==> src/rtl/sync_fifo.sv <==
`timescale 1ns/100ps
`default_nettype none

module sync_fifo #(
  parameter int width      = 32,
  parameter int depth_bits = 4
) (
  input  logic             clk,
  input  logic             rst_n,
  input  logic             wr_en,
  input  logic [width-1:0] din,
  input  logic             rd_en,
  output logic [width-1:0] dout,
  output logic             empty
);

  logic [width-1:0]      mem [2**depth_bits];
  logic [depth_bits-1:0] wr_ptr;
  logic [depth_bits-1:0] rd_ptr;
  logic [depth_bits:0]   count;
  logic                  full;
  logic                  push;
  logic                  pop;

  assign full  = count[depth_bits];  // msb only set at exactly 2**depth_bits
  assign empty = (count == '0);
  assign push  = wr_en && !full;
  assign pop   = rd_en && !empty;

  // first word falls through
  assign dout = mem[rd_ptr];

  always_ff @(posedge clk) begin
    if (!rst_n) begin
      wr_ptr <= '0;
      rd_ptr <= '0;
      count  <= '0;
    end else begin
      if (push) wr_ptr <= wr_ptr + 1'b1;
      if (pop) rd_ptr <= rd_ptr + 1'b1;
      case ({push, pop})
        2'b10:   count <= count + 1'b1;
        2'b01:   count <= count - 1'b1;
        default: count <= count;  // both or neither
      endcase
    end
  end

  always_ff @(posedge clk) begin
    if (push) mem[wr_ptr] <= din;
  end

  // source has no back-pressure, so overflow means lost data
  a_no_overflow : assert property (@(posedge clk) disable iff (!rst_n) wr_en |-> !full)
    else $error("fifo push while full");

  a_no_underflow : assert property (@(posedge clk) disable iff (!rst_n) rd_en |-> !empty)
    else $error("fifo pop while empty");

endmodule

`default_nettype wire

==> config.mk <==
export PLATFORM = sky130hd
export DESIGN_NAME = sync_fifo
export DESIGN_NICKNAME = d
export VERILOG_FILES = /design/src/rtl/sync_fifo.sv
export SDC_FILE = /design/constraint.sdc
export NUM_CORES = 1
export LEC_CHECK = 0
export BUFFER_PORTS_ARGS = -buffer_cell sky130_fd_sc_hd__buf_4
export CAP_MARGIN = 30
export CORE_MARGIN = 5
export CORE_UTILIZATION = 50
export DETAILED_ROUTE_END_ITERATION = 8
export PLACE_DENSITY = 0.66
export SYNTH_ARGS = -nofsm -noshare
export SYNTH_HDL_FRONTEND = slang
export SYNTH_SLANG_ARGS = --single-unit
==> constraint.sdc <==
create_clock -name clk -period 6.7 [get_ports clk]
set_input_delay 0.67 -clock clk [delete_from_list [all_inputs] [get_ports clk]]
set_output_delay 0.67 -clock clk [all_outputs]
set_load 0.01 [all_outputs]
==> impl_metrics.py, run 1 <==
metrics = {
    "clocking": {
        "clkTransAtPathRegs_ns": 0.06,
        "insertion_delay_ns": 0.58,
        "h-tree-depth": 2,
        "ctsResizeCount": 0,
        "cts_made_buffers": 53,
        "root_buffer": "clkbuf_16",
        "cts.sinks": 529,
        "cts_setup_buffers": 0,
        "clk_path_buf_depth": 3,
        "cts_hold_buffers": 0,
        "cts_tree": "done",
    },
    "power_and_ir_drop": {
        "ir_drop_uv": 207,
        "intPower_mw": 6.02,
        "switching_share": 0.225,
        "seqPwrFrac": 0.489,
        "p_sw_mw": 1.75,
        "powerDensity_nw_per_um2": 336,
        "comb_power_share": 0.146,
        "pwr-share-clk": 0.365,
        "power.leakage_nw": 7.21,
    },
    "global_routing": {
        "grt_max_degree": 75,
        "grt_overflow": 0,
        "met2_usage": 0.307,
        "grt_use_met3": 0.0366,
        "grt_pass1_wl_um": 60400,
        "grt_usage": 0.184,
        "antenna_found_initial": 2,
        "grt_most_used_layer": "met2",
        "grt_use_met1": 0.257,
        "grt_pass1_vias": 9342,
    },
    "layout": {
        "drive_gt1_frac": 0.331,
        "num-nets-final": 968,
        "n_fill_cell": 2811,
        "area.growth.synth_to_final_pct": 14.1,
    },
    "synth": {
        "netlist_area_um2": 20300,
        "yosysTopAreaCellShare": 0.758,
        "ys_ff_latch": 529,
        "syn_nets": 865,
        "synth-edff-count": 512,
        "synthTopCellsByCount": "512 x edfxtp_1, 136 x mux4_2, 24 x mux4_1, 17 x clkbuf_1, 17 x dfxtp_1",
        "async_flop_share": 0,
        "yosysMostFrequentCell": "edfxtp_1",
        "yosysSeqAreaShare": 0.774,
        "synth_ff_type": "edfxtp_1",
        "synth_cell_types": 42,
        "synthTopCellsByArea": "edfxtp_1 76%, mux4_2 15%, mux4_1 3.1%",
        "yosysTopAreaCell": "edfxtp_1",
        "synth.avg_cell_area_um2": 24.7,
        "netlist_instances": 821,
        "ys_warn_count": 0,
    },
    "floorplanning": {
        "die_h_um": 211,
        "start_util": 0.508,
        "die_x_um": 211,
        "core_um2": 39900,
        "dieArea_um2": 44700,
        "rows": 73,
        "ioPinCount": 69,
    },
    "setup_path": {
        "endpoint": "dout[1]",
        "r2r-end": "count[4]",
        "worstPathCellList": "buf_4, mux4_2, mux4_2, buf_4",
        "path_depth": 4,
        "path_delay_family": "multiplexers",
        "worst_ep_arrival_time_ns": 3.30,
        "crit_path_top_delay_cell": "dfxtp_4",
        "critical_path.max_fanout": 54,
        "cp_num_buf_inv": 2,
        "crit_required_ns": 6.03,
        "cp-start-kind": "register",
        "end_kind": "primary output",
        "ff2ff_setup_slack_ns": 3.67,
        "r2r_cells": 10,
        "r2r-start": "count[1]",
        "path_class": "reg -> out",
        "crit_path_max_incr_delay_ns": 0.81,
    },
    "timing": {
        "fin_tns_setup_ns": 0,
        "clock_skew_ns": 0.0130,
        "setup_violations": 0,
        "hold_violations": 0,
        "post-route-period-util": 0.592,
        "tightestPinTransition_ns": 0.851,
        "report.final.slew_viol_count": 0,
        "fmax_mhz": 252,
        "period_needed_ns": 3.97,
        "fin_ws_ns": 2.73,
        "rsz0062_at_grt": "false",
        "slew_headroom": 0.433,
    },
    "flow_run": {
        "maxCapViolations": 0,
    },
    "route": {
        "route.detailed.drc": 0,
        "vias": 8804,
        "vias_per_cell": 5.92,
        "routed_wl_um": 40800,
        "antenna_left": 0,
        "first_pass_iters": 5,
        "drt-initial-drc-count": 896,
        "detail_route.wl_per_cell_um": 27.4,
    },
    "placed_design": {
        "place_congestion": 0.717,
        "hpwl_um": 20100,
        "pre_cts_ws_ns": 3.25,
        "io_buffers": 68,
    },
    "worst_hold_path": {
        "hold_class": "in -> reg",
        "min_from": "din[9]",
    },
    "outcome": {
        "status": "complete, no violations",
    },
}
==> worst min-delay path by stage <==
| stage | end | slack [ns] | cells past startpoint |
|---|---|---|---|
| 3_3_place_gp | count[3] | 0.51 | 2 |
| 3_5_place_dp | count[4] | 0.51 | 2 |
| 4_1_cts | mem[4][3] | 0.35 | 1 |
| 6_report | mem[3][9] | 0.38 | 1 |
| 2_1_floorplan | count[4] | 0.48 | 2 |
| 5_1_grt | mem[8][3] | 0.37 | 1 |
==> stage by stage <==
step | utilization | total power [mW] | hold WS (ns) | instances | area [um^2]
global route | 0.580 | 8.07 | 0.374 | 1485 | 23100
CTS | 0.580 | 7.86 | 0.347 | 1485 | 23100
detailed placement | 0.538 | 5.03 | 0.505 | 1394 | 21500
global placement | 0.538 | 5.02 | 0.509 | 1394 | 21500
floorplan | - | 4.68 | 0.477 | 821 | 20300
finish | 0.580 | 7.77 | 0.381 | 1487 | 23100
==> power by group through the flow <==
stage / Clock, mW / Sequential, mW / Combinational, mW
6_report: 2.84 / 3.80 / 1.13
5_1_grt: 3.04 / 3.81 / 1.22
4_1_cts: 2.90 / 3.80 / 1.16
3_5_place_dp: 0 / 3.87 / 1.16
3_3_place_gp: 0 / 3.87 / 1.15
2_1_floorplan: 0 / 3.83 / 0.851
==> per-layer routing <==
layer	vias up	routed length [um]
li1	3769	-
met1	4743	16700
met2	245	21000
met3	45	2490
met4	2	582
met5	-	7
==> final cells by class <==
class                   instances  area [um^2]  area share
flip-flops and latches        529        15700       0.679
multi-input cells             247         4390       0.190
clock buffers                  67         1420      0.0614
repair buffers                 90          688      0.0297
well taps                     525          657      0.0284
clock inverters                24          243      0.0105
inverters                       3         13.8    0.000595
diodes                          2         5.00    0.000216
==> registers in the layout, summed over array words and instances (netlist names), named ones only <==
| name | count |
|---|---|
| count | 5 |
| wr_ptr | 4 |
| mem | 512 |
| rd_ptr | 4 |
==> cells in the final DEF (no fill, tap or decap), types with 2 or more instances in the layout <==
| master | n |
|---|---|
| nand2_1 | 11 |
| xnor2_1 | 6 |
| mux2i_1 | 2 |
| mux4_2 | 136 |
| nor3_2 | 4 |
| edfxtp_1 | 512 |
| nand3_1 | 2 |
| inv_6 | 2 |
| nand4_1 | 2 |
| nand2b_1 | 3 |
| clkinv_1 | 11 |
| bufinv_16 | 5 |
| clkinv_2 | 5 |
| mux4_1 | 24 |
| dfxtp_1 | 13 |
| clkbuf_1 | 12 |
| buf_4 | 89 |
| dfxtp_4 | 2 |
| a21boi_0 | 3 |
| xor2_1 | 2 |
| clkbuf_16 | 55 |
| dfxtp_2 | 2 |
| ha_1 | 8 |
| inv_1 | 2 |
| and2_1 | 10 |
| diode_2 | 2 |
| nor2b_1 | 4 |
| or4_1 | 2 |
| nor2_4 | 12 |
==> cells by family (layout without fill, tap and decap cells) <==
kind of cell	count (synthesis)	in the layout	share of synthesized area
other	0	2	0
adder cells (fa/ha/maj)	8	8	0.00493
buffers and inverters	45	184	0.0144
multiplexers	162	162	0.183
flip-flops	529	529	0.774
AND/OR/NAND/NOR	54	54	0.0138
AO/OA/AOI/OAI	15	15	0.00592
XOR/XNOR	8	8	0.00345
No activity file was read; power rests on OpenSTA's default activity.
==> run 2: changes to the inputs <==
- clock period: 6.7 -> 4.05 ns (I/O delays scaled with it)
==> run 2 against run 1 <==
Compared with the run above: final cell count increased by 0.27%; critical path type unchanged; routed wire length down 2.0%; first-iteration DRC count decreased by 12%; non-clock buffer count increased by 10; global-route usage is 0.19 points lower; highest routed layer unchanged; worst setup slack lost 2.0 ns.
==> impl_metrics.py, run 2 (synthesis results as in run 1) <==
metrics = {
    "placed_design": {
        "place_area_um2": 21600,
        "io_buffers": 68,
        "hpwl_um": 21700,
        "place_congestion": 0.733,
        "place_inst": 1404,
    },
    "timing": {
        "period_needed_ns": 3.33,
        "fmax_mhz": 300,
        "clock_skew_ns": 0.0126,
        "report.final.slew_viol_count": 0,
        "rsz0062_at_grt": "false",
        "fin_tns_setup_ns": 0,
        "post-route-period-util": 0.822,
        "slew_headroom": 0.395,
        "hold_violations": 0,
        "tightestPinTransition_ns": 0.908,
        "setup_violations": 0,
    },
    "floorplanning": {
        "rows": 73,
        "die_h_um": 211,
        "die_x_um": 211,
        "ioPinCount": 69,
        "dieArea_um2": 44700,
        "start_util": 0.508,
        "core_um2": 39900,
    },
    "layout": {
        "num-nets-final": 977,
        "instances_no_fill": 1491,
        "regMostFlops": "mem",
        "n_fill_cell": 2827,
        "reg_top3": "mem: 512 flops, count: 5 flops",
        "layout_commonest_cell": "edfxtp_1",
        "multi_input_area_um2": 4390,
        "insertedDiodeCount": 0,
        "regArea_um2": 15700,
        "drive_gt1_frac": 0.340,
        "layout_common_cells": "512 x edfxtp_1, 136 x mux4_2, 96 x buf_4",
        "design_area_um2": 23200,
        "largest_register_ffs": 512,
        "area.growth.synth_to_final_pct": 14.2,
    },
    "power_and_ir_drop": {
        "power.leakage_nw": 7.23,
        "switching_share": 0.230,
        "p_sw_mw": 2.93,
        "comb_power_share": 0.154,
        "ir_drop_uv": 326,
        "intPower_mw": 9.83,
        "powerDensity_nw_per_um2": 551,
        "pwr-share-clk": 0.356,
        "seqPwrFrac": 0.490,
        "finalPower_mw": 12.8,
    },
    "setup_path": {
        "critical_path.max_fanout": 54,
        "path_class": "reg -> out",
        "crit_required_ns": 3.64,
        "end_kind": "primary output",
        "cp-start-kind": "register",
        "worst_ep_arrival_time_ns": 2.92,
    },
    "clocking": {
        "root_buffer": "clkbuf_16",
        "cts_hold_buffers": 0,
        "cts_made_buffers": 52,
        "cts_tree": "done",
        "h-tree-depth": 2,
        "insertion_delay_ns": 0.58,
        "cts.sinks": 529,
        "cts_setup_buffers": 0,
        "ctsResizeCount": 0,
        "clk_path_buf_depth": 3,
        "clkTransAtPathRegs_ns": 0.06,
    },
    "worst_hold_path": {
        "hold_class": "in -> reg",
    },
    "route": {
        "detail_route.wl_per_cell_um": 26.8,
        "routed_wl_um": 40000,
        "drt-initial-drc-count": 789,
        "vias_per_cell": 5.93,
        "route.detailed.drc": 0,
        "first_pass_iters": 4,
        "vias": 8841,
        "antenna_left": 0,
    },
    "global_routing": {
        "grt_max_degree": 129,
        "grt_pass1_wl_um": 60000,
        "grt_overflow": 0,
        "antenna_found_initial": 1,
        "grt_pass1_vias": 9217,
        "grt_usage": 0.183,
    },
    "outcome": {
        "status": "complete, no violations",
    },
    "flow_run": {
        "maxCapViolations": 0,
    },
}
==> run 2: cell types whose count changed in the layout (fill, tap and decap cells not counted), sizes merged <==
cell      change
bufinv        -1
clkinvlp      +2
clkinv        +1
buf          +10
inv           -2
clkbuf        -4
diode         -2
==> run 2: critical path, cell delays in order (launching register included) <==
cell and delay, ns:
dfxtp_4 0.58, buf_12 0.42, mux4_2 0.60, mux4_2 0.52, buf_4 0.17
==> run 2: power by group through the flow <==
stage | logic [mW] | registers [mW] | clock network, mW
floorplan | 1.41 | 6.33 | 0
finish | 1.97 | 6.25 | 4.55
CTS | 2.02 | 6.26 | 4.63
global placement | 2.00 | 6.36 | 0
detailed placement | 2.02 | 6.37 | 0
global route | 2.12 | 6.27 | 4.87
==> run 2: path summary, 6_finish.rpt <==
| check | end | cells past startpoint | startpoint | slack (ns) |
|---|---|---|---|---|
| worst max-delay path | dout[17] | 4 | register | 0.72 |
| worst min-delay path | mem[7][19] | 1 | din[19] | 0.13 |
| worst max register to register | count[4] | 10 | count[1] | 1.02 |
| worst min register to register | count[4] | 2 | count[4] | 0.51 |
==> run 2: stage by stage <==
| step | hold slack [ns] | utilization | worst slack [ns] |
|---|---|---|---|
| 2_1_floorplan | 0.477 | - | 0.578 |
| 3_3_place_gp | 0.516 | 0.541 | 1.08 |
| 3_5_place_dp | 0.510 | 0.541 | 1.05 |
| 4_1_cts | 0.0892 | 0.580 | 0.606 |
| 5_1_grt | 0.113 | 0.580 | 0.537 |
| 6_report | 0.128 | 0.580 | 0.720 |
==> run 2: per-layer routing <==
| layer | global-route usage | vias to the layer above | routed length (um) | share of wire |
|---|---|---|---|---|
| li1 | - | 3775 | - | - |
| met1 | 0.266 | 4730 | 16700 | 0.42 |
| met2 | 0.288 | 285 | 19800 | 0.49 |
| met3 | 0.0425 | 49 | 2850 | 0.071 |
| met4 | 0.0415 | 2 | 635 | 0.016 |
| met5 | 0 | - | 13 | 0.00033 |
==> run 2: cell type report <==
class | instances | share of cell area
clock buffer | 63 | 0.0589
clock inverter | 24 | 0.00924
inverter | 3 | 0.000594
multi-input combinational | 247 | 0.190
sequential | 529 | 0.679
tap | 525 | 0.0284
timing repair buffer | 100 | 0.0346
==> run 3: changes to the inputs <==
- clock period: 4.05 -> 3.1 ns (I/O delays scaled with it)
==> run 3 against run 2 <==
Compared with the run above: die area unchanged; via count rose by 1.3%; largest power group unchanged; worst hold slack got worse by 0.10 ns; non-clock buffer count increased by 16; clock power rose by 39%; final cell count rose by 1.7%; flip-flop and latch count is the same.
==> impl_metrics.py, run 3 (synthesis results as in run 1) <==
metrics = {
    "outcome": {
        "status": "complete, no violations",
    },
    "placed_design": {
        "hpwl_um": 21500,
        "pre_cts_ws_ns": 0.0979,
        "io_buffers": 68,
        "place_area_um2": 21800,
        "place_congestion": 0.724,
    },
    "global_routing": {
        "grt_use_met3": 0.0366,
        "antenna_found_initial": 1,
        "grt_pass1_wl_um": 61300,
        "grt_usage": 0.186,
        "grt_most_used_layer": "met2",
        "met2_usage": 0.304,
        "grt_pass1_vias": 9483,
        "grt_max_degree": 69,
        "grt_overflow": 0,
        "grt_use_met1": 0.270,
    },
    "layout": {
        "insertedDiodeCount": 0,
        "drive_gt1_frac": 0.348,
        "regMostFlops": "mem",
        "design_area_um2": 23600,
        "area.growth.synth_to_final_pct": 16.4,
        "layout_commonest_cell": "edfxtp_1",
        "largest_register_ffs": 512,
        "reg_top3": "mem: 512 flops, count: 5 flops",
        "num-nets-final": 994,
        "layout_common_cells": "512 x edfxtp_1, 136 x mux4_2, 94 x buf_4",
    },
    "flow_run": {
        "maxCapViolations": 0,
    },
    "clocking": {
        "cts_made_buffers": 53,
        "insertion_delay_ns": 0.59,
        "clkTransAtPathRegs_ns": 0.06,
        "root_buffer": "clkbuf_16",
        "clk_path_buf_depth": 3,
        "cts.sinks": 529,
        "h-tree-depth": 2,
        "cts_tree": "done",
    },
    "setup_path": {
        "ff2ff_setup_slack_ns": 0.16,
        "worst_ep_arrival_time_ns": 2.65,
        "crit_required_ns": 2.79,
        "path_class": "reg -> out",
        "cp-start-kind": "register",
        "critical_path.max_fanout": 41,
        "end_kind": "primary output",
    },
    "route": {
        "first_pass_iters": 4,
        "vias": 8958,
        "antenna_left": 0,
        "vias_per_cell": 5.91,
        "drt-initial-drc-count": 712,
        "detail_route.wl_per_cell_um": 26.8,
        "routed_wl_um": 40700,
        "route.detailed.drc": 0,
    },
    "power_and_ir_drop": {
        "ir_drop_uv": 514,
        "power.leakage_nw": 7.39,
        "powerDensity_nw_per_um2": 724,
    },
    "floorplanning": {
        "ioPinCount": 69,
        "start_util": 0.508,
        "rows": 73,
        "die_x_um": 211,
        "die_h_um": 211,
        "dieArea_um2": 44700,
        "core_um2": 39900,
    },
    "timing": {
        "period_needed_ns": 2.96,
        "fmax_mhz": 338,
        "fin_ws_ns": 0.144,
        "clock_skew_ns": 0.0185,
        "slew_headroom": 0.579,
        "post-route-period-util": 0.954,
        "setup_violations": 0,
        "rsz0062_at_grt": "false",
        "tightestPinTransition_ns": 0.631,
        "hold_violations": 0,
        "report.final.slew_viol_count": 0,
        "fin_tns_setup_ns": 0,
    },
    "worst_hold_path": {
        "hold_class": "in -> reg",
    },
}
-- run 3: cell types whose count changed in the layout (fill, tap and decap cells not counted), sizes merged --
cell and change:
buf +7, bufinv +1, clkbuf +9, clkinv -1
dlygate4sd3 +9, inv +1
-- run 3: timing repair --
action                                  CTS  global route
endpoints found under the hold margin    89             0
resized for setup                         0             2
endpoints found under the setup margin    0             2
hold buffers                              9             0
buffers inserted                          0             0
-- run 3: metrics by stage --
step / instances / power (mW) / hold WS, ns / utilization
floorplan: 821 / 10.1 / 0.409 / -
global placement: 1411 / 10.9 / 0.501 / 0.546
detailed placement: 1411 / 11.0 / 0.514 / 0.546
CTS: 1517 / 17.3 / 0.000236 / 0.591
global route: 1517 / 17.8 / 0.0168 / 0.592
finish: 1517 / 17.1 / 0.0254 / 0.592
-- run 3: layout make-up --
cell class	count	area, um^2
Multi-Input combinational cell	247	4420
Sequential cell	529	15700
Clock inverter	25	249
Clock buffer	72	1490
Inverter	3	13.8
Tap cell	525	657
Timing Repair Buffer	116	1060
Fill cell	2784	16300
-- run 3: final timing paths --
path	start	end	depth (start not counted)
max	register	dout[21]	4
min	din[9]	mem[14][9]	1
min reg2reg	count[3]	count[3]	2
max reg2reg	count[0]	count[4]	10
-- run 3: power breakdown --
group          total (mW)  internal (mW)  leakage (nW)  switching (mW)
Clock                6.33           3.77         0.851            2.56
Sequential           8.16           8.06          4.76          0.0990
Combinational        2.61           1.39          1.77            1.22
Total                17.1           13.2          7.39            3.88
-- run 3: layer usage --
metal / vias to the layer above / wire [um]
li1: 3821 / -
met1: 4806 / 17000
met2: 273 / 20400
met3: 56 / 2720
met4: 2 / 581
met5: - / 7
-- run 3: worst max-delay path: stages, from the launching register on --
cell and delay, ns:
dfxtp_4 0.40, buf_12 0.29, mux4_1 0.63, mux4_2 0.53, buf_4 0.17
