`src/rtl/flow_cfg_pkg.sv`:
```
`default_nettype none

package flow_cfg_pkg;

  // field widths
  localparam int seq_w     = 32;  // seq or ack number
  localparam int ts_w      = 64;  // free-running timestamp
  localparam int flow_id_w = 22;  // id from the flow table
  localparam int addr_w    = 10;  // low id bits index the history RAMs

  // history lengths per direction
  localparam int tx_hist_len = 2;
  localparam int rx_hist_len = 3;

  // fifo depths as log2
  localparam int state_fifo_depth_bits = 8;
  localparam int id_fifo_depth_bits    = 4;  // lookups arrive slower than state words
  localparam int snap_fifo_depth_bits  = 6;

endpackage

`default_nettype wire

```
`src/rtl/flow_types_pkg.sv`:
```
`default_nettype none

package flow_types_pkg;

  // flow table lookup result
  typedef struct packed {
    logic                                 match;
    logic [flow_cfg_pkg::flow_id_w-1:0]   id;
  } lookup_t;

  // tx history, index 0 is the newest entry
  typedef struct packed {
    logic [flow_cfg_pkg::tx_hist_len-1:0][flow_cfg_pkg::ts_w-1:0]  ts;
    logic [flow_cfg_pkg::tx_hist_len-1:0][flow_cfg_pkg::seq_w-1:0] seq;
  } tx_hist_t;

  // rx history, same layout with ack numbers
  typedef struct packed {
    logic [flow_cfg_pkg::rx_hist_len-1:0][flow_cfg_pkg::ts_w-1:0]  ts;
    logic [flow_cfg_pkg::rx_hist_len-1:0][flow_cfg_pkg::seq_w-1:0] ack;
  } rx_hist_t;

  // both histories of one flow
  typedef struct packed {
    logic [flow_cfg_pkg::flow_id_w-1:0] id;
    tx_hist_t                           tx;
    rx_hist_t                           rx;
  } snapshot_t;

  // updater fsm
  typedef enum logic [2:0] {
    upd_idle,
    upd_read0,
    upd_read1,
    upd_write,
    upd_drop   // unmatched pair being popped
  } upd_state_e;

  // snapshot reader fsm
  typedef enum logic [1:0] {
    snap_idle,
    snap_read0,
    snap_read1,
    snap_emit
  } snap_state_e;

endpackage

`default_nettype wire

```
`src/rtl/snapshot_reader.sv`:
```
`timescale 1ns/100ps
`default_nettype none

module snapshot_reader (
  input  logic                               clk,
  input  logic                               rst_n,

  // snapshot id fifo head
  input  logic [flow_cfg_pkg::flow_id_w-1:0] id,
  input  logic                               id_empty,
  output logic                               pop,

  // port B of both rams
  output logic [flow_cfg_pkg::addr_w-1:0]    rd_addr,
  input  flow_types_pkg::tx_hist_t           tx_dout,
  input  flow_types_pkg::rx_hist_t           rx_dout,

  output logic                               snap_vld,
  output flow_types_pkg::snapshot_t          snap
);

  flow_types_pkg::snap_state_e state;

  always_ff @(posedge clk) begin
    if (!rst_n) begin
      state    <= flow_types_pkg::snap_idle;
      pop      <= 1'b0;
      snap_vld <= 1'b0;
    end else begin
      pop      <= 1'b0;
      snap_vld <= 1'b0;
      case (state)
        flow_types_pkg::snap_idle: begin
          if (!id_empty) state <= flow_types_pkg::snap_read0;
        end
        flow_types_pkg::snap_read0: begin
          state <= flow_types_pkg::snap_read1;
        end
        flow_types_pkg::snap_read1: begin
          pop   <= 1'b1;  // id still needed in emit, fifo advances after it
          state <= flow_types_pkg::snap_emit;
        end
        flow_types_pkg::snap_emit: begin
          snap_vld <= 1'b1;
          state    <= flow_types_pkg::snap_idle;
        end
        default: begin
          state <= flow_types_pkg::snap_idle;
        end
      endcase
    end
  end

  // both rams share one read address
  always_ff @(posedge clk) begin
    if (state == flow_types_pkg::snap_idle) begin
      rd_addr <= id[flow_cfg_pkg::addr_w-1:0];
    end
    if (state == flow_types_pkg::snap_emit) begin
      snap.id <= id;
      snap.tx <= tx_dout;
      snap.rx <= rx_dout;
    end
  end

  // each snapshot is a single-cycle pulse, never back to back
  a_snap_pulse : assert property (@(posedge clk) disable iff (!rst_n) snap_vld |=> !snap_vld)
    else $error("snap_vld held for more than one cycle");

endmodule

`default_nettype wire

```
`config.mk`:
```
export PLATFORM = sky130hd
export DESIGN_NAME = snapshot_reader
export DESIGN_NICKNAME = d
export VERILOG_FILES = /design/src/rtl/flow_cfg_pkg.sv /design/src/rtl/flow_types_pkg.sv /design/src/rtl/snapshot_reader.sv
export SDC_FILE = /design/constraint.sdc
export NUM_CORES = 1
export LEC_CHECK = 0
export ABC_AREA = 1
export BUFFER_PORTS_ARGS = -buffer_cell sky130_fd_sc_hd__buf_2
export CELL_PAD_IN_SITES_DETAIL_PLACEMENT = 1
export CELL_PAD_IN_SITES_GLOBAL_PLACEMENT = 2
export CORE_AREA = 2 2 393 395
export CTS_CLUSTER_SIZE = 30
export DETAILED_ROUTE_END_ITERATION = 7
export DIE_AREA = 0 0 395 397
export PLACE_DENSITY = 0.37
export SLEW_MARGIN = 20
export SYNTH_ARGS = -nofsm -noshare
export SYNTH_HDL_FRONTEND = slang
export SYNTH_SLANG_ARGS = --single-unit
```
`constraint.sdc`:
```
create_clock -name clk -period 17.33 [get_ports clk]
set_input_delay 0.8665 -clock clk [delete_from_list [all_inputs] [get_ports clk]]
set_output_delay 0.8665 -clock clk [all_outputs]
set_load 0.01 [all_outputs]
```
==> out/metrics.yaml, run 1 <==
run_status:
  status: "finished, final reports clean"
critical_path:
  start_kind: "flop"
  r2r_slack_ns: 14.05
  slowest_delay_ns: 0.91
  crit_buf_inv: 2
  critPathKind: "reg -> reg"
  critPathMaxFanout: 79
  r2r-end: "snap[133]"
  crit_top_cell: "buf_4"
  cp-end-kind: "flop"
  rr_worst_depth: 3
  reg2reg_from: "state[1]"
  cp.required_ns: 17.57
  critPathSlowestCell: "buf_4"
  crit_chain: "ha_4 > buf_4 > buf_4"
  path_delay_family: "buffers and inverters"
  arrival_ns: 3.52
detailed_routing:
  wl_per_cell_um: 21.1
  postRouteAntennaNets: 0
  routed_wl_um: 78700
  drt-initial-drc-count: 565
  num_vias: 10300
  avgViaCountPerCell: 2.76
  first_pass_iters: 5
  drc: 0
min_path:
  holdPathEnd: "snap[288]"
  min_path_type: "in -> reg"
  holdPathStages: 1
  hp-start: "tx_dout[0]"
synth:
  ys.flop_type: "edfxtp_1"
  postSynthAreaPerCell_um2: 28.9
  synth_top_area_cell: "edfxtp_1"
  yosys_register_bits: 516
  synthArstFlopShare_pct: 0
  netlist_area_um2: 15600
  netlist_instances: 539
  ys_warn_count: 0
  ys_seq_area_share_pct: 99.2
  post_synth_num_cell_types: 7
  synth.most_common_cell: "edfxtp_1"
  yosys-top-cells-area: "edfxtp_1, dfxtp_1, ha_1"
  synth_edf_count: 512
  synth_top_area_share_pct: 98.6
  synthesis.nets: 1049
  synth_common_cells: "edfxtp_1, nand2_1, inv_1, ha_1"
sta:
  slew_violations: 0
  min_period_ns: 3.28
  clock.fmax_ghz: 0.304
  rsz0062_at_grt: "no"
  setup_tns_ns: 0
  finalHoldViolations: 0
  setup_viol: 0
  tightest_slew_ns: 1.06
  max-slew-margin-rel_pct: 29.6
  period_share_pct: 19.0
  finalClockSkew_ns: 0.0154
clock_tree:
  tritoncts: "yes"
  htree_levels: 3
  clk_path_buf_depth: 3
  cts_buffers: 71
  worstSkewPairLatency_ns: 0.63
  cts.sinks: 516
  clk_pin_slew_worst_paths_ns: 0.06
  cts-resized-gates: 0
  post_cts_buffers: 0
  hold_buffers: 0
  cts_root_buf: "clkbuf_16"
placed_design:
  dp_hpwl_um: 63600
  io_buffers: 1018
  gp_congestion: 0.817
  placedCellCount: 3608
global_route:
  first_global_vias: 11400
  grt_use_total_pct: 9.63
  overflow: 0
  grt_pass1_wl_um: 102000
  grt_max_degree: 83
  antenna_found_initial: 64
floorplan:
  num_rows: 144
  die_w_um: 395
  die_h_um: 397
  io_pins: 1019
  start_util_pct: 10.2
  core_um2: 153000
  dieArea_um2: 157000
power_and_ir_drop:
  vdd.ir_drop.worst_mv: 0.0655
  leakage_nw: 9.99
  power_density_nw_per_um2: 139
layout:
  syn_to_final_growth_pct: 64.7
  fillers: 17200
  nNetsFinal: 2148
  layout-drive-gt1-share_pct: 66.8
  stdcell_count: 3740
job:
  maxCapViolCount: 0
## kinds of logic after synthesis
family        synth area share, %
flops                        99.2
simple gates                0.297
buf+inv                     0.144
fa+ha+maj                   0.401
## registers in the layout, summed over array words and instances, names as in the netlist
| name | count |
|---|---|
| snap | 502 |
| rd_addr | 10 |
| state | 2 |
| pop | 1 |
| snap_vld | 1 |
## area by class of cell
type	instances	area (µm²)	share of cell area, %
clock buffers	88	1880	7.33
multi-input cells	17	121	0.473
flip-flops and latches	516	15500	60.2
clock inverters	41	450	1.75
diodes	2	5.00	0.0195
well taps	2044	2560	9.96
inverters	6	22.5	0.0877
repair buffers	1026	5180	20.2
## how the worst max path moves through the flow
stage	startpoint	endpoint	slack, ns	depth (start not counted)
global route	state[1]	snap[315]	13.66	4
floorplan	state[0]	snap[0]	4.57	1
CTS	state[1]	snap[315]	12.90	4
finish	state[1]	snap[133]	14.05	3
global placement	state[1]	snap[315]	13.07	4
detailed placement	state[1]	snap[262]	12.96	4
## where the power goes
part / internal [W] / leakage (nW) / total [W] / switching [W]
clock network: 0.000884 / 1.14 / 0.00149 / 0.000602
registers: 0.00158 / 4.69 / 0.00163 / 0.0000477
logic: 0.000142 / 4.16 / 0.000448 / 0.000306
## layer usage
layer  GRT usage, %  vias up  routed length, µm
met5              0        -                 36
met4           2.75        6               2350
met3           4.26      187               7380
met2           17.7      643              41600
met1           9.76     5089              27400
li1               -     4409                  -
## cell usage in the layout, fill, tap and decap left out, drive strengths merged
cell | netlist | final
clkinv | 0 | 26
clkbuf | 0 | 88
buf | 0 | 1026
clkinvlp | 0 | 2
nand2 | 7 | 7
nand3 | 1 | 1
nor2 | 4 | 4
diode | 0 | 2
edfxtp | 512 | 512
bufinv | 0 | 7
ha | 5 | 5
inv | 6 | 12
dfxtp | 4 | 4
## stage by stage
| stage | area [µm²] | hold WS [ns] | util, % | worst slack [ns] | power, W |
|---|---|---|---|---|---|
| 2_1_floorplan | 15600 | 0.512 | - | 4.57 | 0.00192 |
| 4_1_cts | 25600 | 0.293 | 16.8 | 12.90 | 0.00367 |
| 5_1_grt | 25700 | 0.313 | 16.8 | 13.66 | 0.00374 |
| 3_5_place_dp | 23300 | 0.610 | 15.2 | 12.96 | 0.00212 |
| 6_report | 25700 | 0.394 | 16.8 | 14.05 | 0.00357 |
| 3_3_place_gp | 23300 | 0.644 | 15.2 | 13.07 | 0.00212 |
(Power assumes the default switching activity.)
==> inputs of run 2 (changes only) <==
ABC_AREA = 0   (was 1)
clock period = 3.1 ns   (was 17.33 ns; I/O delays follow)
==> run 2 against run 1 <==
Register-to-register slack got worse by 13 ns. Highest routed layer is now met4. Sequential cell count stayed put. Synthesized area about the same. Wire length rose by 1.0%.
==> out/metrics.yaml, run 2 <==
run_status:
  status: "finished, final reports clean"
floorplan:
  core_um2: 153000
  start_util_pct: 10.2
  io_pins: 1019
  die_w_um: 395
  num_rows: 144
  die_h_um: 397
  dieArea_um2: 157000
synth:
  netlist_instances: 531
  yosys-top-cells-area: "edfxtp_1, dfxtp_1, ha_1"
  post_synth_num_cell_types: 10
  postSynthAreaPerCell_um2: 29.3
  yosys_register_bits: 516
  netlist_area_um2: 15600
  synth_top_area_share_pct: 98.7
  ys_warn_count: 0
  synth_top_area_cell: "edfxtp_1"
  synth_edf_count: 512
  ys_seq_area_share_pct: 99.2
  synthesis.nets: 1041
  synth.most_common_cell: "edfxtp_1"
  synthArstFlopShare_pct: 0
  ys.flop_type: "edfxtp_1"
  synth_common_cells: "edfxtp_1, ha_1, dfxtp_1, inv_1, and2_1"
power_and_ir_drop:
  p_int_w: 0.0146
  power_switching_w: 0.00518
  pwr-share-clk_pct: 40.6
  leakage_nw: 12.0
  vdd.ir_drop.worst_mv: 0.478
  p_sw_share_pct: 26.2
  power_density_nw_per_um2: 643
  power_frac_seq_pct: 45.1
  p_comb_share_pct: 14.3
layout:
  nNetsFinal: 2652
  final_common_cell: "buf_2"
  layout-drive-gt1-share_pct: 51.6
  largest_reg_flops: 502
  stdcell_count: 4252
  top_regs: "snap: 502 flops, rd_addr: 10 flops, state: 2 flops"
  final_cell_mix: "buf_2, edfxtp_1, dlygate4sd3_1"
  largest-register: "snap"
  syn_to_final_growth_pct: 97.6
global_route:
  grt_max_degree: 93
  grt_pass1_wl_um: 107000
  grt_use_total_pct: 9.78
  overflow: 0
  top_usage_layer: "met2"
  antenna_found_initial: 22
  first_global_vias: 14100
  grtUsageMet3_pct: 4.25
  grt_util_met1_pct: 10.5
  grt_use_met2_pct: 17.1
clock_tree:
  cts_root_buf: "clkbuf_16"
  hold_buffers: 505
  clk_path_buf_depth: 3
  cts_buffers: 70
  htree_levels: 3
  post_cts_buffers: 0
  worstSkewPairLatency_ns: 0.64
  tritoncts: "yes"
  clk_pin_slew_worst_paths_ns: 0.06
  cts-resized-gates: 0
  cts.sinks: 516
placed_design:
  gp_congestion: 0.860
  io_buffers: 1018
  dp_hpwl_um: 63000
  placedCellCount: 3609
critical_path:
  cp-end-kind: "flop"
  r2r-end: "state[1]"
  r2r_slack_ns: 0.96
  rr_worst_depth: 5
  critPathKind: "reg -> reg"
  start_kind: "flop"
  arrival_ns: 2.66
  cp.required_ns: 3.63
  critPathMaxFanout: 14
  reg2reg_from: "state[0]"
min_path:
  min_path_type: "in -> reg"
  hp-start: "rx_dout[177]"
  holdPathEnd: "snap[177]"
  holdPathStages: 2
detailed_routing:
  first_pass_iters: 5
  drc: 0
  drt-initial-drc-count: 582
  num_vias: 12200
  wl_per_cell_um: 18.7
  routed_wl_um: 79500
  postRouteAntennaNets: 0
  avgViaCountPerCell: 2.88
sta:
  slew_violations: 0
  clock.fmax_ghz: 0.468
  finalHoldViolations: 0
  tightest_slew_ns: 0.662
  finalClockSkew_ns: 0.0223
  period_share_pct: 68.9
  rsz0062_at_grt: "no"
  setup_tns_ns: 0
  min_period_ns: 2.14
  setup_viol: 0
  max-slew-margin-rel_pct: 55.9
job:
  maxCapViolCount: 0
run 2: cell type report:
type	count	area [µm²]
antenna	14	35.0
clock buffer	85	1830
clock inverter	39	412
fill	17200	122000
inverter	3	11.3
multi-input combinational	12	125
sequential	516	15500
tap	2044	2560
timing repair buffer	1539	10400
run 2: critical path, stage by stage (launching register included):
cell and delay (ns):
dfxtp_2 0.34, inv_1 0.13, ha_1 0.56, a21boi_0 0.23, o21a_1 0.22, dlygate4sd3_1 0.54
run 2: power by group through the flow:
stage               sequential (W)  clock, W  combinational (W)
floorplan                  0.00952         0           0.000394
global placement           0.00906         0            0.00234
detailed placement         0.00906         0            0.00236
CTS                        0.00894   0.00838            0.00293
global route               0.00899   0.00858            0.00307
finish                     0.00892   0.00803            0.00283
run 2: cells by family (layout without fill, tap and decap cells):
logic type      Yosys count  after routing  synth area share [%]
compound gates            4              4                 0.201
other cells               0             14                     0
simple gates              3              3                 0.120
buf+inv                   3           1666                0.0723
fa+ha+maj                 5              5                 0.402
flops                   516            516                  99.2
run 2: metal layers:
metal	part of all wire [%]	routed length (µm)
met1	37	29200
met2	51	40500
met3	9.6	7630
met4	2.8	2230
met5	0	0
run 2: worst max-delay path by stage:
stage                         from   endpoint  slack [ns]  cells after the start
after floorplan           state[1]    snap[0]       -1.30                      1
after global placement    state[1]  snap[442]        1.35                      3
after detailed placement  state[1]  snap[333]        1.32                      3
after CTS                 state[0]   state[1]        0.89                      5
after global routing      state[0]   state[1]        0.82                      5
final                     state[0]   state[1]        0.96                      5
run 2: stage by stage:
stage / cell area [µm²] / total power, W / utilization [%] / setup WS, ns / hold WS [ns]
global placement: 23500 / 0.0114 / 15.3 / 1.35 / 0.332
floorplan: 15600 / 0.00992 / - / -1.30 / 0.254
finish: 30800 / 0.0198 / 20.1 / 0.964 / 0.216
CTS: 30800 / 0.0202 / 20.1 / 0.894 / 0.115
detailed placement: 23500 / 0.0114 / 15.3 / 1.32 / 0.333
global route: 30800 / 0.0206 / 20.1 / 0.816 / 0.145
==> inputs of run 3 (changes only) <==
clock period = 2 ns   (was 3.1 ns; I/O delays follow)
==> run 3 against run 2 <==
Sequential power up 55%. Worst hold slack worse by 0.052 ns. Combinational power is 58% higher. Critical path type unchanged. Non-clock buffer count is 9 higher. Final cell count unchanged. Die area is the same. Critical path depth is the same. Total power up 54%. Design area about the same. Wire length increased by 0.95%. Via count hardly changed. Sequential cell count is the same.
==> out/metrics.yaml, run 3 (synthesis results as in run 2) <==
run_status:
  status: "finished, final reports clean"
clock_tree:
  tritoncts: "yes"
  worstSkewPairLatency_ns: 0.64
  cts_root_buf: "clkbuf_16"
  cts-resized-gates: 0
  clk_path_buf_depth: 3
  cts.sinks: 516
  htree_levels: 3
  cts_buffers: 70
  clk_pin_slew_worst_paths_ns: 0.06
layout:
  syn_to_final_growth_pct: 97.7
  multi_input_area_um2: 125
  layout-drive-gt1-share_pct: 52.1
  stdcell_count: 4252
  largest_reg_flops: 502
  seq_area_um2: 15500
  largest-register: "snap"
  fillers: 17200
  final_cell_mix: "buf_2, edfxtp_1, dlygate4sd3_1"
  top_regs: "snap: 502 flops, rd_addr: 10 flops, state: 2 flops"
  final_common_cell: "buf_2"
  nNetsFinal: 2661
floorplan:
  start_util_pct: 10.2
  dieArea_um2: 157000
  num_rows: 144
  io_pins: 1019
  core_um2: 153000
  die_w_um: 395
  die_h_um: 397
power_and_ir_drop:
  vdd.ir_drop.worst_mv: 0.559
  p_sw_share_pct: 25.9
  p_int_w: 0.0226
  pwr-share-clk_pct: 39.9
  p_comb_share_pct: 14.6
  power_switching_w: 0.00789
  power_density_nw_per_um2: 989
  power_frac_seq_pct: 45.5
  leakage_nw: 12.1
sta:
  fin_ws_ns: 0.162
  min_period_ns: 1.84
  rsz0062_at_grt: "no"
  setup_viol: 0
  slew_violations: 0
  finalHoldViolations: 0
  tightest_slew_ns: 0.522
  period_share_pct: 91.9
  clock.fmax_ghz: 0.544
  max-slew-margin-rel_pct: 65.2
  finalClockSkew_ns: 0.0383
global_route:
  grt_max_degree: 79
  overflow: 0
  first_global_vias: 13800
  grt_use_total_pct: 9.91
  antenna_found_initial: 19
  grt_pass1_wl_um: 108000
job:
  maxCapViolCount: 0
critical_path:
  rr_worst_depth: 5
  arrival_ns: 2.42
  critPathSlowestCell: "dlygate4sd3_1"
  critPathMaxFanout: 8
  r2r-end: "state[0]"
  reg2reg_from: "state[0]"
  cp-end-kind: "flop"
  crit_chain: "inv_1 > ha_1 > a211oi_1 > a311oi_1 > dlygate4sd3_1"
  start_kind: "flop"
  path_delay_family: "buffers and inverters"
  slowest_delay_ns: 0.59
  critPathKind: "reg -> reg"
  crit_path_end: "state[0]"
  crit_buf_inv: 2
  crit_start: "state[0]"
  r2r_slack_ns: 0.16
  cp.required_ns: 2.58
  cp.depth: 5
detailed_routing:
  wl_per_cell_um: 18.9
  drt-initial-drc-count: 564
  num_vias: 12200
  avgViaCountPerCell: 2.88
  drc: 0
  first_pass_iters: 4
  postRouteAntennaNets: 0
  routed_wl_um: 80300
min_path:
  hp-start: "tx_dout[166]"
  min_path_type: "in -> reg"
placed_design:
  dpl_worst_slack_ns: 0.392
  io_buffers: 1018
  dp_hpwl_um: 64100
  gp_congestion: 0.859
  placedCellCount: 3618
[run 3: cell types whose count changed in the layout (fill, tap and decap cells not counted)]
cell / before / now
inv_16: 2 / 0
clkinv_4: 2 / 1
clkinv_8: 2 / 3
clkinv_1: 14 / 13
diode_2: 14 / 8
clkbuf_16: 71 / 72
buf_4: 9 / 18
clkbuf_1: 14 / 7
bufinv_16: 6 / 5
clkinv_2: 5 / 14
inv_6: 3 / 1
[run 3: through the flow]
step	setup TNS [ns]	cell area (µm²)	hold WS [ns]	total power, W	utilization (%)
2_1_floorplan	-1206.04	15600	0.199	0.0154	-
5_1_grt	0	30800	0.0946	0.0318	20.1
4_1_cts	0	30800	0.0617	0.0312	20.1
6_report	0	30800	0.163	0.0304	20.1
3_5_place_dp	0	23500	0.278	0.0178	15.4
3_3_place_gp	0	23500	0.277	0.0177	15.4
[run 3: power by group through the flow]
stage	Sequential, W	Combinational [W]	Clock, W
floorplan	0.0148	0.000611	0
global placement	0.0141	0.00367	0
detailed placement	0.0141	0.00371	0
CTS	0.0139	0.00460	0.0127
global route	0.0140	0.00481	0.0130
finish	0.0138	0.00446	0.0121
[run 3: final cells by class]
class / count / share of cell area, %
timing repair buffer: 1548 / 33.8
clock buffer: 79 / 5.94
inverter: 3 / 0.0366
tap: 2044 / 8.30
antenna: 8 / 0.0650
clock inverter: 42 / 1.21
sequential: 516 / 50.2
multi-input combinational: 12 / 0.406
[run 3: what timing repair did]
action	4_1_cts	5_1_grt
buffers inserted	0	0
hold buffers	505	0
endpoints found under the hold margin	516	0
[run 3: worst min path at each step]
| stage | slack [ns] | to | cells past startpoint |
|---|---|---|---|
| 6_report | 0.16 | snap[454] | 2 |
| 5_1_grt | 0.09 | snap[454] | 2 |
| 4_1_cts | 0.06 | snap[32] | 2 |
| 3_5_place_dp | 0.28 | snap[106] | 1 |
| 3_3_place_gp | 0.28 | snap[433] | 1 |
| 2_1_floorplan | 0.20 | rd_addr[0] | 0 |
[run 3: metal layers]
| metal | up-vias | wire [µm] | GRT usage, % |
|---|---|---|---|
| met5 | - | 27 | 0 |
| met4 | 4 | 2230 | 3.16 |
| met3 | 118 | 6280 | 3.90 |
| met2 | 586 | 41200 | 17.4 |
| met1 | 6089 | 30500 | 10.9 |
| li1 | 5438 | - | - |
